## src/hdl/hps_io_pkg.sv

```systemverilog
/*
 * hps i/o bridge shared definitions
 * bus word and byte widths, host command codes, PS/2 timing
 * and the state encodings of the PS/2 device FSMs
 */

`default_nettype none

package hps_io_pkg;

	// widths with a meaning on the host bus and the core side
	typedef logic [15:0] io_word_t;
	typedef logic [7:0]  byte_t;
	typedef logic [24:0] dl_addr_t;
	typedef logic [31:0] status_t;

	////////////////////////////////////////////////////////////////////
	// host command codes, first word of each command
	////////////////////////////////////////////////////////////////////
	localparam io_word_t cmd_cfg         = 16'h0001;
	localparam io_word_t cmd_joy0        = 16'h0002;
	localparam io_word_t cmd_joy1        = 16'h0003;
	localparam io_word_t cmd_mouse       = 16'h0004;
	localparam io_word_t cmd_kbd         = 16'h0005;
	localparam io_word_t cmd_status      = 16'h001e;
	localparam io_word_t cmd_ps2_read    = 16'h0021;
	localparam io_word_t cmd_file_tx     = 16'h0053;
	localparam io_word_t cmd_file_tx_dat = 16'h0054;
	localparam io_word_t cmd_file_index  = 16'h0055;

	////////////////////////////////////////////////////////////////////
	// PS/2 emulation
	////////////////////////////////////////////////////////////////////
	// clk_sys cycles per half period of the PS/2 clock
	localparam logic [15:0] ps2_div = 16'd2000;

	// log2 of the transmit FIFO depth
	localparam int ps2_fifo_bits = 5;

	// device to host frame
	typedef enum logic [2:0] {
		tx_idle,
		tx_data,
		tx_parity,
		tx_stop,
		tx_finish
	} tx_state_t;

	// host to device frame
	typedef enum logic [2:0] {
		rx_idle,
		rx_request,
		rx_data,
		rx_stop,
		rx_ack
	} rx_state_t;

endpackage

`default_nettype wire

```

## src/hdl/ps2_host_if.sv

```systemverilog
/*
 * byte exchange between the command decoder and one PS/2 device
 * bytes from the host go into the device FIFO, bytes received
 * from the PS/2 host side are read back with a clear pulse
 */

`timescale 1ns/1ps
`default_nettype none

interface ps2_host_if import hps_io_pkg::*; ();

	byte_t wdata;
	logic  we;
	byte_t rdata;
	logic  has_data;
	logic  rd;

	modport host (
		output wdata,
		output we,
		output rd,
		input  rdata,
		input  has_data
	);

	modport dev (
		input  wdata,
		input  we,
		input  rd,
		output rdata,
		output has_data
	);

endinterface

`default_nettype wire

```

## src/hdl/hps_cmd_decoder.sv

```systemverilog
/*
 * host command decoder
 * frames commands on io_enable, counts words on io_strobe,
 * holds the configuration, joystick and status registers,
 * routes keyboard and mouse bytes to the PS/2 devices and
 * returns received PS/2 bytes on io_dout
 */

`timescale 1ns/1ps
`default_nettype none

module hps_cmd_decoder import hps_io_pkg::*; (
	input  wire         clk_sys,
	input  wire         rst_n,

	input  wire         io_enable,
	input  wire         io_strobe,
	input  io_word_t    io_din,
	output io_word_t    io_dout,

	output logic [1:0]  buttons,
	output logic        forced_scandoubler,
	output io_word_t    joystick_0,
	output io_word_t    joystick_1,
	output status_t     status,

	ps2_host_if.host    kbd,
	ps2_host_if.host    mouse
);

	// word index inside the current command, saturating
	logic [3:0] word_cnt;
	io_word_t   cmd;
	logic       payload_stb;

	assign payload_stb = io_enable && io_strobe && (word_cnt != 4'd0);

	//////////////////////////////////////////////////////////////////////
	// framing, registers and read-back
	//////////////////////////////////////////////////////////////////////
	always_ff @(posedge clk_sys) begin
		// write and read pulses last one cycle
		kbd.we   <= 1'b0;
		kbd.rd   <= 1'b0;
		mouse.we <= 1'b0;
		mouse.rd <= 1'b0;

		if (!rst_n) begin
			word_cnt           <= '0;
			cmd                <= '0;
			io_dout            <= '0;
			buttons            <= '0;
			forced_scandoubler <= 1'b0;
			joystick_0         <= '0;
			joystick_1         <= '0;
			status             <= '0;
		end else if (!io_enable) begin
			word_cnt <= '0;
			io_dout  <= '0;
		end else if (io_strobe) begin
			io_dout <= '0;
			if (word_cnt != 4'hf) begin
				word_cnt <= word_cnt + 4'd1;
			end

			if (word_cnt == 4'd0) begin
				cmd <= io_din;
			end else begin
				case (cmd)
					cmd_cfg: begin
						buttons            <= io_din[1:0];
						forced_scandoubler <= io_din[4];
					end
					cmd_joy0: joystick_0 <= io_din;
					cmd_joy1: joystick_1 <= io_din;
					cmd_mouse: mouse.we <= 1'b1;
					cmd_kbd: kbd.we <= 1'b1;
					// status comes as two halves, low word first
					cmd_status: begin
						if (word_cnt == 4'd1) begin
							status[15:0] <= io_din;
						end else if (word_cnt == 4'd2) begin
							status[31:16] <= io_din;
						end
					end
					// word 1 keyboard, word 2 mouse, bit 8 flags a fresh byte
					cmd_ps2_read: begin
						if (word_cnt == 4'd1) begin
							io_dout <= {7'd0, kbd.has_data, kbd.rdata};
							kbd.rd  <= 1'b1;
						end else if (word_cnt == 4'd2) begin
							io_dout  <= {7'd0, mouse.has_data, mouse.rdata};
							mouse.rd <= 1'b1;
						end
					end
					default: ;
				endcase
			end
		end
	end

	// byte for the device FIFO, qualified by the we pulse
	always_ff @(posedge clk_sys) begin
		if (payload_stb && (cmd == cmd_kbd)) begin
			kbd.wdata <= io_din[7:0];
		end
		if (payload_stb && (cmd == cmd_mouse)) begin
			mouse.wdata <= io_din[7:0];
		end
	end

	// device side pulses stay inside an open command
	a_ps2_pulse_in_cmd: assert property (
		@(posedge clk_sys) disable iff (!rst_n)
		(kbd.we || kbd.rd || mouse.we || mouse.rd) |-> io_enable
	);

endmodule

`default_nettype wire

```

## src/hdl/file_download.sv

```systemverilog
/*
 * file download port
 * follows the host command framing on its own and turns
 * file commands into the ioctl byte stream with a running
 * address and a write strobe for the core
 */

`timescale 1ns/1ps
`default_nettype none

module file_download import hps_io_pkg::*; (
	input  wire       clk_sys,
	input  wire       rst_n,

	input  wire       io_enable,
	input  wire       io_strobe,
	input  io_word_t  io_din,

	output logic      ioctl_download,
	output byte_t     ioctl_index,
	output logic      ioctl_wr,
	output dl_addr_t  ioctl_addr,
	output byte_t     ioctl_dout
);

	logic     has_cmd;
	io_word_t cmd;
	dl_addr_t addr;
	// write strobe stage, ioctl_wr follows one clock later
	logic     wr_stage;
	logic     payload_stb;

	assign payload_stb = io_enable && io_strobe && has_cmd;

	always_ff @(posedge clk_sys) begin
		if (!rst_n) begin
			has_cmd        <= 1'b0;
			cmd            <= '0;
			addr           <= '0;
			wr_stage       <= 1'b0;
			ioctl_wr       <= 1'b0;
			ioctl_download <= 1'b0;
			ioctl_addr     <= '0;
		end else begin
			ioctl_wr <= wr_stage;
			wr_stage <= 1'b0;

			if (!io_enable) begin
				has_cmd <= 1'b0;
			end else if (io_strobe && !has_cmd) begin
				cmd     <= io_din;
				has_cmd <= 1'b1;
			end else if (payload_stb) begin
				case (cmd)
					// nonzero opens a download, zero closes it
					cmd_file_tx: begin
						if (|io_din) begin
							addr           <= '0;
							ioctl_download <= 1'b1;
						end else begin
							ioctl_addr     <= addr;
							ioctl_download <= 1'b0;
						end
					end
					cmd_file_tx_dat: begin
						ioctl_addr <= addr;
						wr_stage   <= 1'b1;
						addr       <= addr + 25'd1;
					end
					default: ;
				endcase
			end
		end
	end

	always_ff @(posedge clk_sys) begin
		if (payload_stb && (cmd == cmd_file_index)) begin
			ioctl_index <= io_din[7:0];
		end
		if (payload_stb && (cmd == cmd_file_tx_dat)) begin
			ioctl_dout <= io_din[7:0];
		end
	end

	// the delayed write still lands inside the open download
	a_wr_in_download: assert property (
		@(posedge clk_sys) disable iff (!rst_n)
		ioctl_wr |-> (ioctl_download && $past(ioctl_download))
	);

endmodule

`default_nettype wire

```

## src/hdl/ps2_device.sv

```systemverilog
/*
 * PS/2 device emulation
 * queues host bytes in a 32 entry FIFO and sends them as
 * 11 bit frames with odd parity, receives host to device
 * frames and acknowledges them, all timed by a PS/2 clock
 * divided down from clk_sys
 */

`timescale 1ns/1ps
`default_nettype none

module ps2_device import hps_io_pkg::*; (
	input  wire        clk_sys,
	input  wire        rst_n,

	ps2_host_if.dev    host,

	output logic       ps2_clk_out,
	output logic       ps2_data_out,
	input  wire        ps2_clk_in,
	input  wire        ps2_data_in
);

	// PS/2 clock divider
	logic [15:0] div_cnt;
	logic        clk_ps2;
	logic        ps2_tick;
	logic        ps2_rise;
	logic        ps2_fall;

	// transmit FIFO, extra pointer bit tells full from empty
	byte_t                  fifo_mem [0:(1 << ps2_fifo_bits) - 1];
	logic [ps2_fifo_bits:0] wptr;
	logic [ps2_fifo_bits:0] rptr;
	logic                   fifo_empty;
	logic                   fifo_full;
	logic                   fifo_push;

	logic [1:0] clk_sync;
	logic       dat_sync;
	logic       lines_free;
	logic       rx_start;

	tx_state_t  tx_state;
	rx_state_t  rx_state;
	logic       tx_busy;
	logic       rx_busy;
	logic [3:0] bit_cnt;
	logic [1:0] idle_cnt;
	byte_t      tx_byte;
	logic       parity;
	byte_t      rx_shift;
	byte_t      rdata;
	logic       has_data;

	assign ps2_tick = (div_cnt == ps2_div - 16'd1);
	assign ps2_rise = ps2_tick && !clk_ps2;
	assign ps2_fall = ps2_tick && clk_ps2;

	assign fifo_empty = (wptr == rptr);
	assign fifo_full  = (wptr[ps2_fifo_bits-1:0] == rptr[ps2_fifo_bits-1:0]) &&
		(wptr[ps2_fifo_bits] != rptr[ps2_fifo_bits]);
	assign fifo_push  = host.we && !fifo_full;

	assign tx_busy    = (tx_state != tx_idle);
	assign rx_busy    = (rx_state != rx_idle);
	assign lines_free = clk_sync[1] && clk_sync[0] && dat_sync;
	// host released its clock while holding data low
	assign rx_start   = !rx_busy && !tx_busy && !clk_sync[1] && clk_sync[0] && !dat_sync;

	assign host.rdata    = rdata;
	assign host.has_data = has_data;

	always_ff @(posedge clk_sys) begin
		if (fifo_push) begin
			fifo_mem[wptr[ps2_fifo_bits-1:0]] <= host.wdata;
		end
	end

	always_ff @(posedge clk_sys) begin
		if (!rst_n) begin
			div_cnt      <= '0;
			clk_ps2      <= 1'b0;
			clk_sync     <= 2'b11;
			dat_sync     <= 1'b1;
			wptr         <= '0;
			rptr         <= '0;
			tx_state     <= tx_idle;
			rx_state     <= rx_idle;
			bit_cnt      <= '0;
			idle_cnt     <= '0;
			tx_byte      <= '0;
			parity       <= 1'b1;
			rx_shift     <= '0;
			rdata        <= '0;
			has_data     <= 1'b0;
			ps2_clk_out  <= 1'b1;
			ps2_data_out <= 1'b1;
		end else begin
			div_cnt <= ps2_tick ? 16'd0 : div_cnt + 16'd1;
			if (ps2_tick) begin
				clk_ps2 <= !clk_ps2;
			end

			clk_sync <= {clk_sync[0], ps2_clk_in};
			dat_sync <= ps2_data_in;

			if (fifo_push) begin
				wptr <= wptr + 1'b1;
			end
			if (host.rd) begin
				has_data <= 1'b0;
			end

			if (rx_start) begin
				rx_state     <= rx_request;
				ps2_data_out <= 1'b1;
			end

			////////////////////////////////////////////////////////////////
			// bit timing on the rising PS/2 clock
			////////////////////////////////////////////////////////////////
			if (ps2_rise) begin
				ps2_clk_out <= 1'b1;
				if (rx_busy) begin
					case (rx_state)
						rx_request: begin
							rx_state <= rx_data;
							bit_cnt  <= '0;
						end
						// eight data bits, the ninth edge is parity
						rx_data: begin
							if (bit_cnt <= 4'd7) begin
								rx_shift <= {dat_sync, rx_shift[7:1]};
							end else begin
								rx_state <= rx_stop;
							end
							bit_cnt <= bit_cnt + 4'd1;
						end
						rx_stop: begin
							if (dat_sync) begin
								rx_state     <= rx_ack;
								ps2_data_out <= 1'b0;
							end
						end
						rx_ack: begin
							ps2_data_out <= 1'b1;
							rdata        <= rx_shift;
							has_data     <= 1'b1;
							rx_state     <= rx_idle;
						end
						default: rx_state <= rx_idle;
					endcase
				end else begin
					case (tx_state)
						// wait three released periods before a start bit
						tx_idle: begin
							if (!lines_free) begin
								idle_cnt <= '0;
							end else if (idle_cnt != 2'd3) begin
								idle_cnt <= idle_cnt + 2'd1;
							end else if (!fifo_empty) begin
								idle_cnt     <= '0;
								tx_byte      <= fifo_mem[rptr[ps2_fifo_bits-1:0]];
								rptr         <= rptr + 1'b1;
								parity       <= 1'b1;
								bit_cnt      <= '0;
								ps2_data_out <= 1'b0;
								tx_state     <= tx_data;
							end
						end
						tx_data: begin
							ps2_data_out <= tx_byte[0];
							tx_byte      <= {1'b0, tx_byte[7:1]};
							parity       <= parity ^ tx_byte[0];
							bit_cnt      <= bit_cnt + 4'd1;
							if (bit_cnt == 4'd7) begin
								tx_state <= tx_parity;
							end
						end
						tx_parity: begin
							ps2_data_out <= parity;
							tx_state     <= tx_stop;
						end
						tx_stop: begin
							ps2_data_out <= 1'b1;
							tx_state     <= tx_finish;
						end
						tx_finish: tx_state <= tx_idle;
						default: tx_state <= tx_idle;
					endcase
				end
			end

			// clock low pulse for every bit of a frame in flight
			if (ps2_fall) begin
				ps2_clk_out <= !tx_busy && ((rx_state == rx_idle) || (rx_state == rx_request));
			end
		end
	end

	// start conditions sit in separate branches, they must exclude each other
	a_tx_rx_exclusive: assert property (
		@(posedge clk_sys) disable iff (!rst_n)
		!(tx_busy && rx_busy)
	);

endmodule

`default_nettype wire

```

## src/hdl/hps_io.sv

```systemverilog
/*
 * hps i/o bridge top level
 * host command bus to core registers, file download port
 * and keyboard and mouse PS/2 emulation
 */

`timescale 1ns/1ps
`default_nettype none

module hps_io import hps_io_pkg::*; (
	input  wire        clk_sys,
	input  wire        rst_n,

	// host command bus
	input  wire        io_enable,
	input  wire        io_strobe,
	input  io_word_t   io_din,
	output io_word_t   io_dout,
	output logic       io_wait,

	// core registers
	output logic [1:0] buttons,
	output logic       forced_scandoubler,
	output io_word_t   joystick_0,
	output io_word_t   joystick_1,
	output status_t    status,

	// file download
	output logic       ioctl_download,
	output byte_t      ioctl_index,
	output logic       ioctl_wr,
	output dl_addr_t   ioctl_addr,
	output byte_t      ioctl_dout,
	input  wire        ioctl_wait,

	// PS/2 keyboard
	output logic       ps2_kbd_clk_out,
	output logic       ps2_kbd_data_out,
	input  wire        ps2_kbd_clk_in,
	input  wire        ps2_kbd_data_in,

	// PS/2 mouse
	output logic       ps2_mouse_clk_out,
	output logic       ps2_mouse_data_out,
	input  wire        ps2_mouse_clk_in,
	input  wire        ps2_mouse_data_in
);

	ps2_host_if kbd_if ();
	ps2_host_if mouse_if ();

	// core back-pressure goes straight to the host
	assign io_wait = ioctl_wait;

	hps_cmd_decoder i_hps_cmd_decoder (
		.clk_sys            (clk_sys),
		.rst_n              (rst_n),
		.io_enable          (io_enable),
		.io_strobe          (io_strobe),
		.io_din             (io_din),
		.io_dout            (io_dout),
		.buttons            (buttons),
		.forced_scandoubler (forced_scandoubler),
		.joystick_0         (joystick_0),
		.joystick_1         (joystick_1),
		.status             (status),
		.kbd                (kbd_if.host),
		.mouse              (mouse_if.host)
	);

	file_download i_file_download (
		.clk_sys        (clk_sys),
		.rst_n          (rst_n),
		.io_enable      (io_enable),
		.io_strobe      (io_strobe),
		.io_din         (io_din),
		.ioctl_download (ioctl_download),
		.ioctl_index    (ioctl_index),
		.ioctl_wr       (ioctl_wr),
		.ioctl_addr     (ioctl_addr),
		.ioctl_dout     (ioctl_dout)
	);

	ps2_device i_ps2_kbd (
		.clk_sys      (clk_sys),
		.rst_n        (rst_n),
		.host         (kbd_if.dev),
		.ps2_clk_out  (ps2_kbd_clk_out),
		.ps2_data_out (ps2_kbd_data_out),
		.ps2_clk_in   (ps2_kbd_clk_in),
		.ps2_data_in  (ps2_kbd_data_in)
	);

	ps2_device i_ps2_mouse (
		.clk_sys      (clk_sys),
		.rst_n        (rst_n),
		.host         (mouse_if.dev),
		.ps2_clk_out  (ps2_mouse_clk_out),
		.ps2_data_out (ps2_mouse_data_out),
		.ps2_clk_in   (ps2_mouse_clk_in),
		.ps2_data_in  (ps2_mouse_data_in)
	);

endmodule

`default_nettype wire

```

## config.mk

```make
export PLATFORM = sky130hd
export DESIGN_NAME = hps_io
export DESIGN_NICKNAME = d
export VERILOG_FILES = /design/src/hdl/hps_io_pkg.sv /design/src/hdl/ps2_host_if.sv /design/src/hdl/hps_cmd_decoder.sv /design/src/hdl/file_download.sv /design/src/hdl/ps2_device.sv /design/src/hdl/hps_io.sv
export SDC_FILE = /design/constraint.sdc
export NUM_CORES = 1
export LEC_CHECK = 0
export ABC_AREA = 1
export BUFFER_PORTS_ARGS = -buffer_cell sky130_fd_sc_hd__clkbuf_2
export CAP_MARGIN = 20
export CELL_PAD_IN_SITES_DETAIL_PLACEMENT = 1
export CELL_PAD_IN_SITES_GLOBAL_PLACEMENT = 1
export CORE_MARGIN = 2
export CORE_UTILIZATION = 30
export DETAILED_ROUTE_END_ITERATION = 12
export GPL_TIMING_DRIVEN = 0
export PLACE_DENSITY = 0.64
export SYNTH_ARGS = -nofsm -noshare
export SYNTH_HDL_FRONTEND = slang
export SYNTH_HIERARCHICAL = 1
export SYNTH_SLANG_ARGS = --single-unit
export TNS_END_PERCENT = 5
```

## constraint.sdc

```tcl
create_clock -name clk_sys -period 2 [get_ports clk_sys]
set_clock_uncertainty 0.15 [all_clocks]
set_input_delay 0 -clock clk_sys [delete_from_list [all_inputs] [get_ports clk_sys]]
set_output_delay 0 -clock clk_sys [all_outputs]
set_load 0.05 [all_outputs]
```

==> impl_metrics.yaml, run 1 <==
logic_synthesis:
  synthXorXnorAreaFrac_pct: 0.414
  synth-compound-area-share_pct: 4.79
  synth-async-reset-ratio_pct: 0
  ys_seq_area_share_pct: 59.9
  synth.ff_latch_count: 868
  yosys.area_share.adder_pct: 0.690
  synth_top_area_share_pct: 42.9
  syn_area_um2: 38100
  synth_edf_count: 544
  synth_mux_area_share_pct: 0
  yosysMostFrequentCell: "nand2_1"
  synthFlopType: "edfxtp_1"
  synthCells: 4257
  synth.top_cells.by_area: "edfxtp_1 (43%), dfxtp_1 (17%), nand2_1 (11%)"
  yosys_warnings: 6
  synth.avg_cell_area_um2: 8.95
  yosys.area_share.simple_pct: 27.0
  synth_common_cells: "nand2_1 (1124), edfxtp_1 (544), nand3_1 (523), nor2_1 (500), inv_1 (425)"
  yosysTopAreaCell: "edfxtp_1"
  synth_top_family_by_area: "simple AND/OR/NAND/NOR gates"
  ys_types: 58
clock_network:
  clk_latency_ps: 690
  cts_root_buffer: "clkbuf_16"
  htreeDepth: 3
  cts_sinks: 868
  max-clock-path-buffers: 3
  cts-buffers-inserted: 96
  clk_pin_slew_ps: 60
  cts_tree: "yes"
power:
  leakagePower_nw: 19.5
  vdd_drop_max_v: 0.000661
  pwr_density_cell_nw_per_um2: 789
timing:
  fmax_ghz: 0.471
  setup_ws_ps: -123
  slew_headroom_pct: 23.7
  setup_viol: 243
  finalCriticalPeriod_ps: 2120
  slew_violations: 0
  hold_viol: 0
  worst_slew_pin_slew_ps: 1140
  finalCritPeriodShare_pct: 106
  rsz0062_at_grt: "yes"
final_layout:
  nets: 4707
  diodes: 0
  fin_cells: 6390
  syn_to_final_growth_pct: 28.0
  drive_gt1_share_pct: 22.2
setup_path:
  crit_type: "flip-flop to flip-flop"
  reg2reg_depth: 13
  start_kind: "flip-flop"
  cp_max_fo: 10
  required_ps: 2400
  slowest_stage: "dfxtp_4"
  cp_data_arrival_time_ps: 2520
  crit_path_max_incr_delay_ps: 360
  crit_chain: "buf_8 -> inv_8 -> clkbuf_16 -> buf_12 -> nand2_1 -> nand3_2 -> nand3_2 -> nand3_2 -> nand3_2 -> nand2_2 -> nand2_1 -> nand2_1 -> a21oi_2"
  setup.worst_path.end_class: "flip-flop"
  cp_num_buf_inv: 4
  cpLargestDelayFamily: "simple AND/OR/NAND/NOR gates"
  crit_cells: 13
  cpMostUsedCell: "nand3_2"
status:
  outcome: "complete, but fails checks"
  failed_checks: "negative setup slack"
grt:
  grt_pass1_wl_mm: 192
  overflow: 0
  grtUsageTotal_pct: 19.1
  grt_pass1_vias: 31800
  grt_max_degree: 33
  grt_antenna_before_repair: 2
hold_path:
  hold_class: "input pin to flip-flop"
  whs_path_depth: 4
drt:
  via_per_inst: 4.88
  via_count: 31200
  wirelength_mm: 128
  drc: 0
  drt_first_iter_violations: 2112
  wl_per_cell_um: 20.1
  final_antenna_net_count: 0
  drt_pass1_iterations: 5
floorplanning:
  dieWidth_um: 360
  num_io_pins: 156
  rows: 130
  die_area_um2: 130000
  coreArea_um2: 126000
  die_y_um: 360
  start_util_pct: 30.3
place:
  dp_hpwl_mm: 86.2
  dp_cells: 6077
  dp_slack_ps: -1070
  routabilityCongestion: 0.855
  io_buffer_count: 147
job:
  maxCapViolCount: 0
==> worst register-to-register path, cell delays in order, from the launching register on <==
cell and delay, ps:
dfxtp_4 360, buf_8 150, inv_8 90, clkbuf_16 160
buf_12 150, nand2_1 90, nand3_2 90, nand3_2 100
nand3_2 150, nand3_2 150, nand2_2 140, nand2_1 60
nand2_1 100, a21oi_2 50
==> through the flow <==
stage | TNS, ps | power, mW | instance area (um^2) | util, % | hold WS, ps
after floorplan | -3730 | 19.8 | 38100 | - | -51.1
after global placement | -400630 | 20.1 | 40900 | 32.5 | 42.2
after detailed placement | -406440 | 20.1 | 41300 | 32.8 | 41.1
after CTS | -6330 | 38.8 | 47300 | 37.6 | 1.01
after global routing | -42490 | 39.6 | 48800 | 38.7 | 37.0
final | -3910 | 38.5 | 48800 | 38.7 | 40.0
==> registers in the layout, summed over array words and instances, names as in the netlist, 8 cells and up, named ones only <==
register	flops
i_ps2_mouse/div_cnt	16
i_hps_cmd_decoder/io_dout	9
i_file_download/cmd	16
i_hps_cmd_decoder/joystick_1	16
i_ps2_mouse/rx_shift	8
i_ps2_mouse/tx_byte	8
i_ps2_kbd/div_cnt	16
i_ps2_kbd/rx_shift	8
i_ps2_kbd/tx_byte	8
i_file_download/ioctl_addr	25
i_hps_cmd_decoder/kbd.wdata	8
i_hps_cmd_decoder/joystick_0	16
i_file_download/ioctl_index	8
i_hps_cmd_decoder/mouse.wdata	8
i_ps2_kbd/host.rdata	8
i_file_download/ioctl_dout	8
i_hps_cmd_decoder/status	32
i_ps2_mouse/host.rdata	8
i_file_download/addr	25
i_hps_cmd_decoder/cmd	16
i_ps2_kbd/fifo_mem	256
i_ps2_mouse/fifo_mem	256
==> power by group <==
| part | internal, mW | switching (mW) |
|---|---|---|
| sequential | 18.9 | 0.0514 |
| combinational | 0.257 | 0.648 |
| clock | 11.1 | 7.51 |
==> final timing paths <==
kind                              endpoint                      from  slack [ps]
setup / recovery    i_ps2_mouse/tx_byte[5]                 flip-flop        -120
hold / removal     i_file_download/cmd[13]                io_din[13]          40
setup reg to reg    i_ps2_mouse/tx_byte[5]                 flip-flop        -120
hold reg to reg   i_file_download/ioctl_wr  i_file_download/wr_stage         260
==> final cells by class <==
type | count | area [um^2]
flip-flops and latches | 868 | 22900
clock inverters | 45 | 553
fillers | 14500 | 77100
repair buffers | 303 | 2900
well taps | 1650 | 2060
plain buffers | 188 | 1640
multi-input cells | 2741 | 14200
inverters | 463 | 1830
clock buffers | 132 | 2750
==> cells by family (layout without fill, tap and decap cells) <==
logic type               after synthesis  count (layout)
AO/OA/AOI/OAI                        341             341
XOR/XNOR                              18              18
adder cells (fa/ha/maj)               21              21
buffers and inverters                654            1131
flip-flops                           868             868
other                                  1               7
AND/OR/NAND/NOR                     2354            2354
==> layout by cell type, fill, tap and decap left out, drive strengths merged, types with 46 or more instances in the layout <==
| cell type | synthesis | layout |
|---|---|---|
| inv | 456 | 454 |
| dfxtp | 324 | 324 |
| a21oi | 170 | 170 |
| nor3 | 46 | 46 |
| nor2 | 550 | 550 |
| nand3 | 541 | 541 |
| o21ai | 144 | 144 |
| buf | 133 | 237 |
| clkbuf | 58 | 347 |
| nand2 | 1159 | 1159 |
| edfxtp | 544 | 544 |
==> per-layer routing <==
metal	global-route usage [%]	wire length, um	vias up	share of wire, %
li1	-	-	14700	-
met1	24.8	55900	15400	44
met2	32.4	61600	783	48
met3	3.20	7350	211	5.7
met4	5.90	3410	0	2.7
met5	0	0	-	0
==> timing repair <==
item,CTS,global route
setup endpoints to repair,655,765
pin swaps,57,117
hold buffers,40,0
gates cloned,0,8
hold endpoints to repair,182,0
resized for setup,369,361
setup buffers,75,24
No activity file was read; power rests on OpenSTA's default activity.
==> run 2: changes to the inputs <==
- PLACE_DENSITY: 0.64 -> 0.62
- REMOVE_ABC_BUFFERS: default -> 1
- SETUP_SLACK_MARGIN: default -> 0.15
- clock period: 2 -> 2.2 ns (I/O delays scaled with it)
==> run 2 against run 1 <==
The flow now finishes without violations. Largest cell class unchanged. Non-clock buffer count fell by 167. Global-route usage fell by 1.4 points. Cell area fell by 3.2%. Highest routed layer is now met5. Power fell by 10%.
==> impl_metrics.yaml, run 2 (same netlist as run 1, synthesis figures left out) <==
clock_network:
  cts-buffers-inserted: 91
  htreeDepth: 3
  cts_tree: "yes"
  cts_sinks: 868
  cts_root_buffer: "clkbuf_16"
  clk_pin_slew_ps: 60
  max-clock-path-buffers: 3
  clk_latency_ps: 650
final_layout:
  layout_commonest_cell: "nand2_1"
  nets: 4549
  syn_to_final_growth_pct: 23.9
  utilization_pct: 37.5
  nFillCells: 14500
  fin_cells: 6230
  drive_gt1_share_pct: 17.2
  layout_common_cells: "nand2_1 (1107), edfxtp_1 (544), nand3_1 (500)"
drt:
  final_antenna_net_count: 0
  drt_first_iter_violations: 1750
  drc: 0
  drt_pass1_iterations: 6
  wirelength_mm: 119
  via_per_inst: 4.80
  wl_per_cell_um: 19.1
  via_count: 29900
floorplanning:
  start_util_pct: 30.3
  coreArea_um2: 126000
  die_area_um2: 130000
  rows: 130
  die_y_um: 360
  num_io_pins: 156
  dieWidth_um: 360
grt:
  grt_pass1_vias: 30900
  grt_antenna_before_repair: 2
  grt_pass1_wl_mm: 181
  overflow: 0
  grtUsageTotal_pct: 17.7
  grt_max_degree: 110
place:
  dp_slack_ps: -1220
  dp_hpwl_mm: 69.3
  dp_cells: 5896
  routabilityCongestion: 0.778
  io_buffer_count: 146
hold_path:
  hold_class: "input pin to flip-flop"
  whs_path_depth: 4
setup_path:
  required_ps: 2350
  cp_max_fo: 9
  crit_type: "flip-flop to flip-flop"
  r2r_slack_ps: 120
  reg2reg_depth: 9
  setup.worst_path.end_class: "flip-flop"
  start_kind: "flip-flop"
  cp_data_arrival_time_ps: 2230
timing:
  hold_viol: 0
  finalCriticalPeriod_ps: 2080
  slew_violations: 0
  rsz0062_at_grt: "yes"
  worst_slew_pin_slew_ps: 852
  whs_ps: 61.6
  setup_viol: 0
  fmax_ghz: 0.481
  setup_ws_ps: 119
  slew_headroom_pct: 43.2
  finalCritPeriodShare_pct: 94.6
power:
  vdd_drop_max_v: 0.000513
  p_sw_mw: 7.20
  p_comb_share_pct: 2.4
  p_int_mw: 27.3
  seq_power_share_pct: 49.9
  p_clk_share_pct: 47.8
  pwr_density_cell_nw_per_um2: 731
  leakagePower_nw: 18.6
  swShare_pct: 20.9
status:
  outcome: "finished, final reports clean"
job:
  maxCapViolCount: 0
[run 2: cell types whose count changed in the layout (fill, tap and decap cells not counted), sizes merged, moves of 5 or more]
cell,delta
buf,-92
clkbuf,-74
clkinv,-9
clkinvlp,+5
dlygate4sd3,-11
nor2,+6
[run 2: final cells by class]
| type | count | area [um^2] | area share, % |
|---|---|---|---|
| clock inverters | 44 | 639 | 1.35 |
| well taps | 1650 | 2060 | 4.37 |
| repair inverters | 5 | 48.8 | 0.103 |
| inverters | 463 | 1840 | 3.90 |
| diodes | 2 | 5.00 | 0.0106 |
| clock buffers | 124 | 2520 | 5.35 |
| multi-input cells | 2750 | 13700 | 29.0 |
| flip-flops and latches | 868 | 22900 | 48.5 |
| repair buffers | 324 | 3500 | 7.41 |
[run 2: through the flow]
| stage | TNS [ps] | power (mW) | area, um^2 |
|---|---|---|---|
| final | 0 | 34.5 | 47200 |
| after global placement | -984460 | 18.2 | 39900 |
| after CTS | 0 | 34.8 | 46300 |
| after global routing | 0 | 35.5 | 47200 |
| after floorplan | -52020 | 17.9 | 37100 |
| after detailed placement | -284730 | 18.2 | 40600 |
[run 2: path summary, 6_finish.rpt]
kind / startpoint / endpoint
hold reg to reg: i_ps2_kbd/div_cnt[0] / i_ps2_kbd/div_cnt[0]
setup reg to reg: i_ps2_kbd/wptr[3] / i_ps2_kbd/fifo_mem[30][6]
setup / recovery: i_ps2_kbd/wptr[3] / i_ps2_kbd/fifo_mem[30][6]
hold / removal: io_din[15] / i_file_download/cmd[15]
[run 2: repair_timing]
| item | in CTS | in global routing |
|---|---|---|
| setup endpoints to repair | 683 | 765 |
| cloned | 16 | 9 |
| resized for setup | 258 | 80 |
| pin swaps | 41 | 44 |
| endpoints found under the hold margin | 208 | 0 |
| hold buffers | 29 | 0 |
| setup buffers | 73 | 32 |
[run 2: per-layer routing]
metal | part of all wire (%) | global-route usage (%) | wire, um
met1 | 45 | 23.4 | 53400
met3 | 5.1 | 3.14 | 6010
met4 | 2.2 | 4.72 | 2630
met5 | 0.013 | 0 | 16
met2 | 48 | 29.8 | 56600
[run 2: power by group through the flow]
stage / registers (mW) / logic [mW] / clock network [mW]
2_1_floorplan: 17.5 / 0.382 / 0
3_3_place_gp: 17.6 / 0.658 / 0
3_5_place_dp: 17.5 / 0.665 / 0
4_1_cts: 17.2 / 0.756 / 16.9
5_1_grt: 17.2 / 0.892 / 17.4
6_report: 17.2 / 0.815 / 16.5
[run 2: critical path: stages, from the launching register on]
cell and delay (ps):
dfxtp_4 380, inv_2 100, nand2_1 60, nand2_1 100, nor2_4 50, nand4_1 160, nand2_4 120, inv_8 150
nand2_8 140, nor2_4 320
==> run 3: changes to the inputs <==
- REMOVE_ABC_BUFFERS: 1 -> default
==> run 3 against run 2 <==
Register-to-register slack worse by 30 ps. Highest routed layer is now met4. Via count is 4.0% higher. Hold slack worse by 15 ps.
==> impl_metrics.yaml, run 3 (same netlist as run 1, synthesis figures left out) <==
floorplanning:
  dieWidth_um: 360
  coreArea_um2: 126000
  die_area_um2: 130000
  num_io_pins: 156
  rows: 130
  start_util_pct: 30.3
  die_y_um: 360
final_layout:
  syn_to_final_growth_pct: 28.6
  nets: 4727
  layout_common_cells: "nand2_1 (1070), edfxtp_1 (544), nand3_1 (430)"
  diodes: 0
  layout_commonest_cell: "nand2_1"
  utilization_pct: 38.9
  drive_gt1_share_pct: 22.2
grt:
  grt_pass1_vias: 31700
  grt_max_degree: 33
  grt_pass1_wl_mm: 191
  grtUsageTotal_pct: 19.0
  overflow: 0
  grt_antenna_before_repair: 0
timing:
  slew_violations: 0
  fmax_ghz: 0.473
  hold_viol: 0
  finalCritPeriodShare_pct: 96.0
  setup_viol: 0
  finalCriticalPeriod_ps: 2110
  slew_headroom_pct: 25.6
  rsz0062_at_grt: "yes"
  fin_tns_setup_ps: 0
  worst_slew_pin_slew_ps: 1120
setup_path:
  r2r_slack_ps: 90
  reg2reg_from: "i_ps2_kbd/wptr[2]"
  reg2reg_depth: 11
  required_ps: 2500
  cp_data_arrival_time_ps: 2410
  worstSetupEndpoint: "i_ps2_kbd/fifo_mem[13][4]"
  crit_type: "flip-flop to flip-flop"
  r2r-end: "i_ps2_kbd/fifo_mem[13][4]"
  start_kind: "flip-flop"
  setup.worst_path.end_class: "flip-flop"
  cp_max_fo: 8
  startpoint: "i_ps2_kbd/wptr[2]"
drt:
  final_antenna_net_count: 0
  drc: 0
  via_count: 31100
  wl_per_cell_um: 19.7
  drt_first_iter_violations: 2141
  drt_pass1_iterations: 6
  via_per_inst: 4.85
  wirelength_mm: 127
power:
  leakagePower_nw: 19.6
  vdd_drop_max_v: 0.000498
  seq_power_share_pct: 49.4
  pwr_density_cell_nw_per_um2: 711
  swShare_pct: 21.4
  p_int_mw: 27.4
  p_comb_share_pct: 2.3
  p_clk_share_pct: 48.3
  p_sw_mw: 7.47
clock_network:
  cts-buffers-inserted: 99
  htreeDepth: 3
  clk_latency_ps: 710
  clk_pin_slew_ps: 60
  cts_sinks: 868
  cts_root_buffer: "clkbuf_16"
  max-clock-path-buffers: 3
  cts_tree: "yes"
status:
  outcome: "finished, final reports clean"
hold_path:
  whs_path_depth: 4
  hold_class: "input pin to flip-flop"
place:
  dp_hpwl_mm: 86.3
  io_buffer_count: 147
  routabilityCongestion: 0.860
job:
  maxCapViolCount: 0
[run 3: worst min-delay path by stage]
stage               startpoint                            end  slack [ps]
4_1_cts             io_din[14]        i_file_download/cmd[14]           2
2_1_floorplan        io_din[0]  i_file_download/ioctl_dout[0]         -50
3_3_place_gp   ps2_kbd_data_in             i_ps2_kbd/dat_sync          50
3_5_place_dp    ps2_kbd_clk_in          i_ps2_kbd/clk_sync[0]          50
6_report            io_din[11]      i_hps_cmd_decoder/cmd[11]          50
5_1_grt              io_din[8]         i_file_download/cmd[8]          40
[run 3: cell type report]
cell class              count  area, um^2
repair buffers            317        3010
fillers                 14400       76900
inverters                 463        1840
clock buffers             146        2840
multi-input cells        2741       14200
plain buffers             191        1690
clock inverters            40         472
well taps                1650        2060
flip-flops and latches    868       22900
[run 3: power by group through the flow]
stage	clock (mW)	sequential [mW]	combinational [mW]
CTS	17.2	17.2	0.784
detailed placement	0	17.6	0.728
global placement	0	17.6	0.717
floorplan	0	17.5	0.454
global route	17.9	17.2	0.893
finish	16.8	17.2	0.804
[run 3: per-layer routing]
metal | track usage, % | wire [um] | vias up
met5 | 0 | 0 | -
li1 | - | - | 14800
met3 | 3.36 | 6320 | 199
met1 | 25.0 | 56700 | 15400
met2 | 31.7 | 60200 | 716
met4 | 6.06 | 3440 | 0
[run 3: critical path, stage by stage, from the launching register on]
cell and delay [ps]:
dfxtp_2 320, buf_6 120, clkinv_4 60, nand2_4 60
nand2_4 50, nor2_4 120, nand4_1 210, nand2_4 200
clkinv_8 120, nand2_8 200, nor2_4 60, buf_12 160
[run 3: repair_timing]
action	in CTS	in global routing
endpoints found under the setup margin	636	753
resized for setup	297	511
setup buffers	73	37
pin swaps	53	145
gates cloned	0	8
hold endpoints to repair	181	0
hold buffers	33	0
[run 3: per-stage QoR]
stage	worst slack (ps)	std cells	instance area, um^2	total power, mW	hold WS, ps
2_1_floorplan	113	4263	38100	18.0	-51.1
3_3_place_gp	-953	6060	40900	18.3	53.9
3_5_place_dp	-879	6078	41300	18.3	47.5
4_1_cts	46.6	6370	46900	35.2	2.29
5_1_grt	-3.90	6416	49000	36.0	38.5
6_report	87.7	6416	49000	34.8	46.4
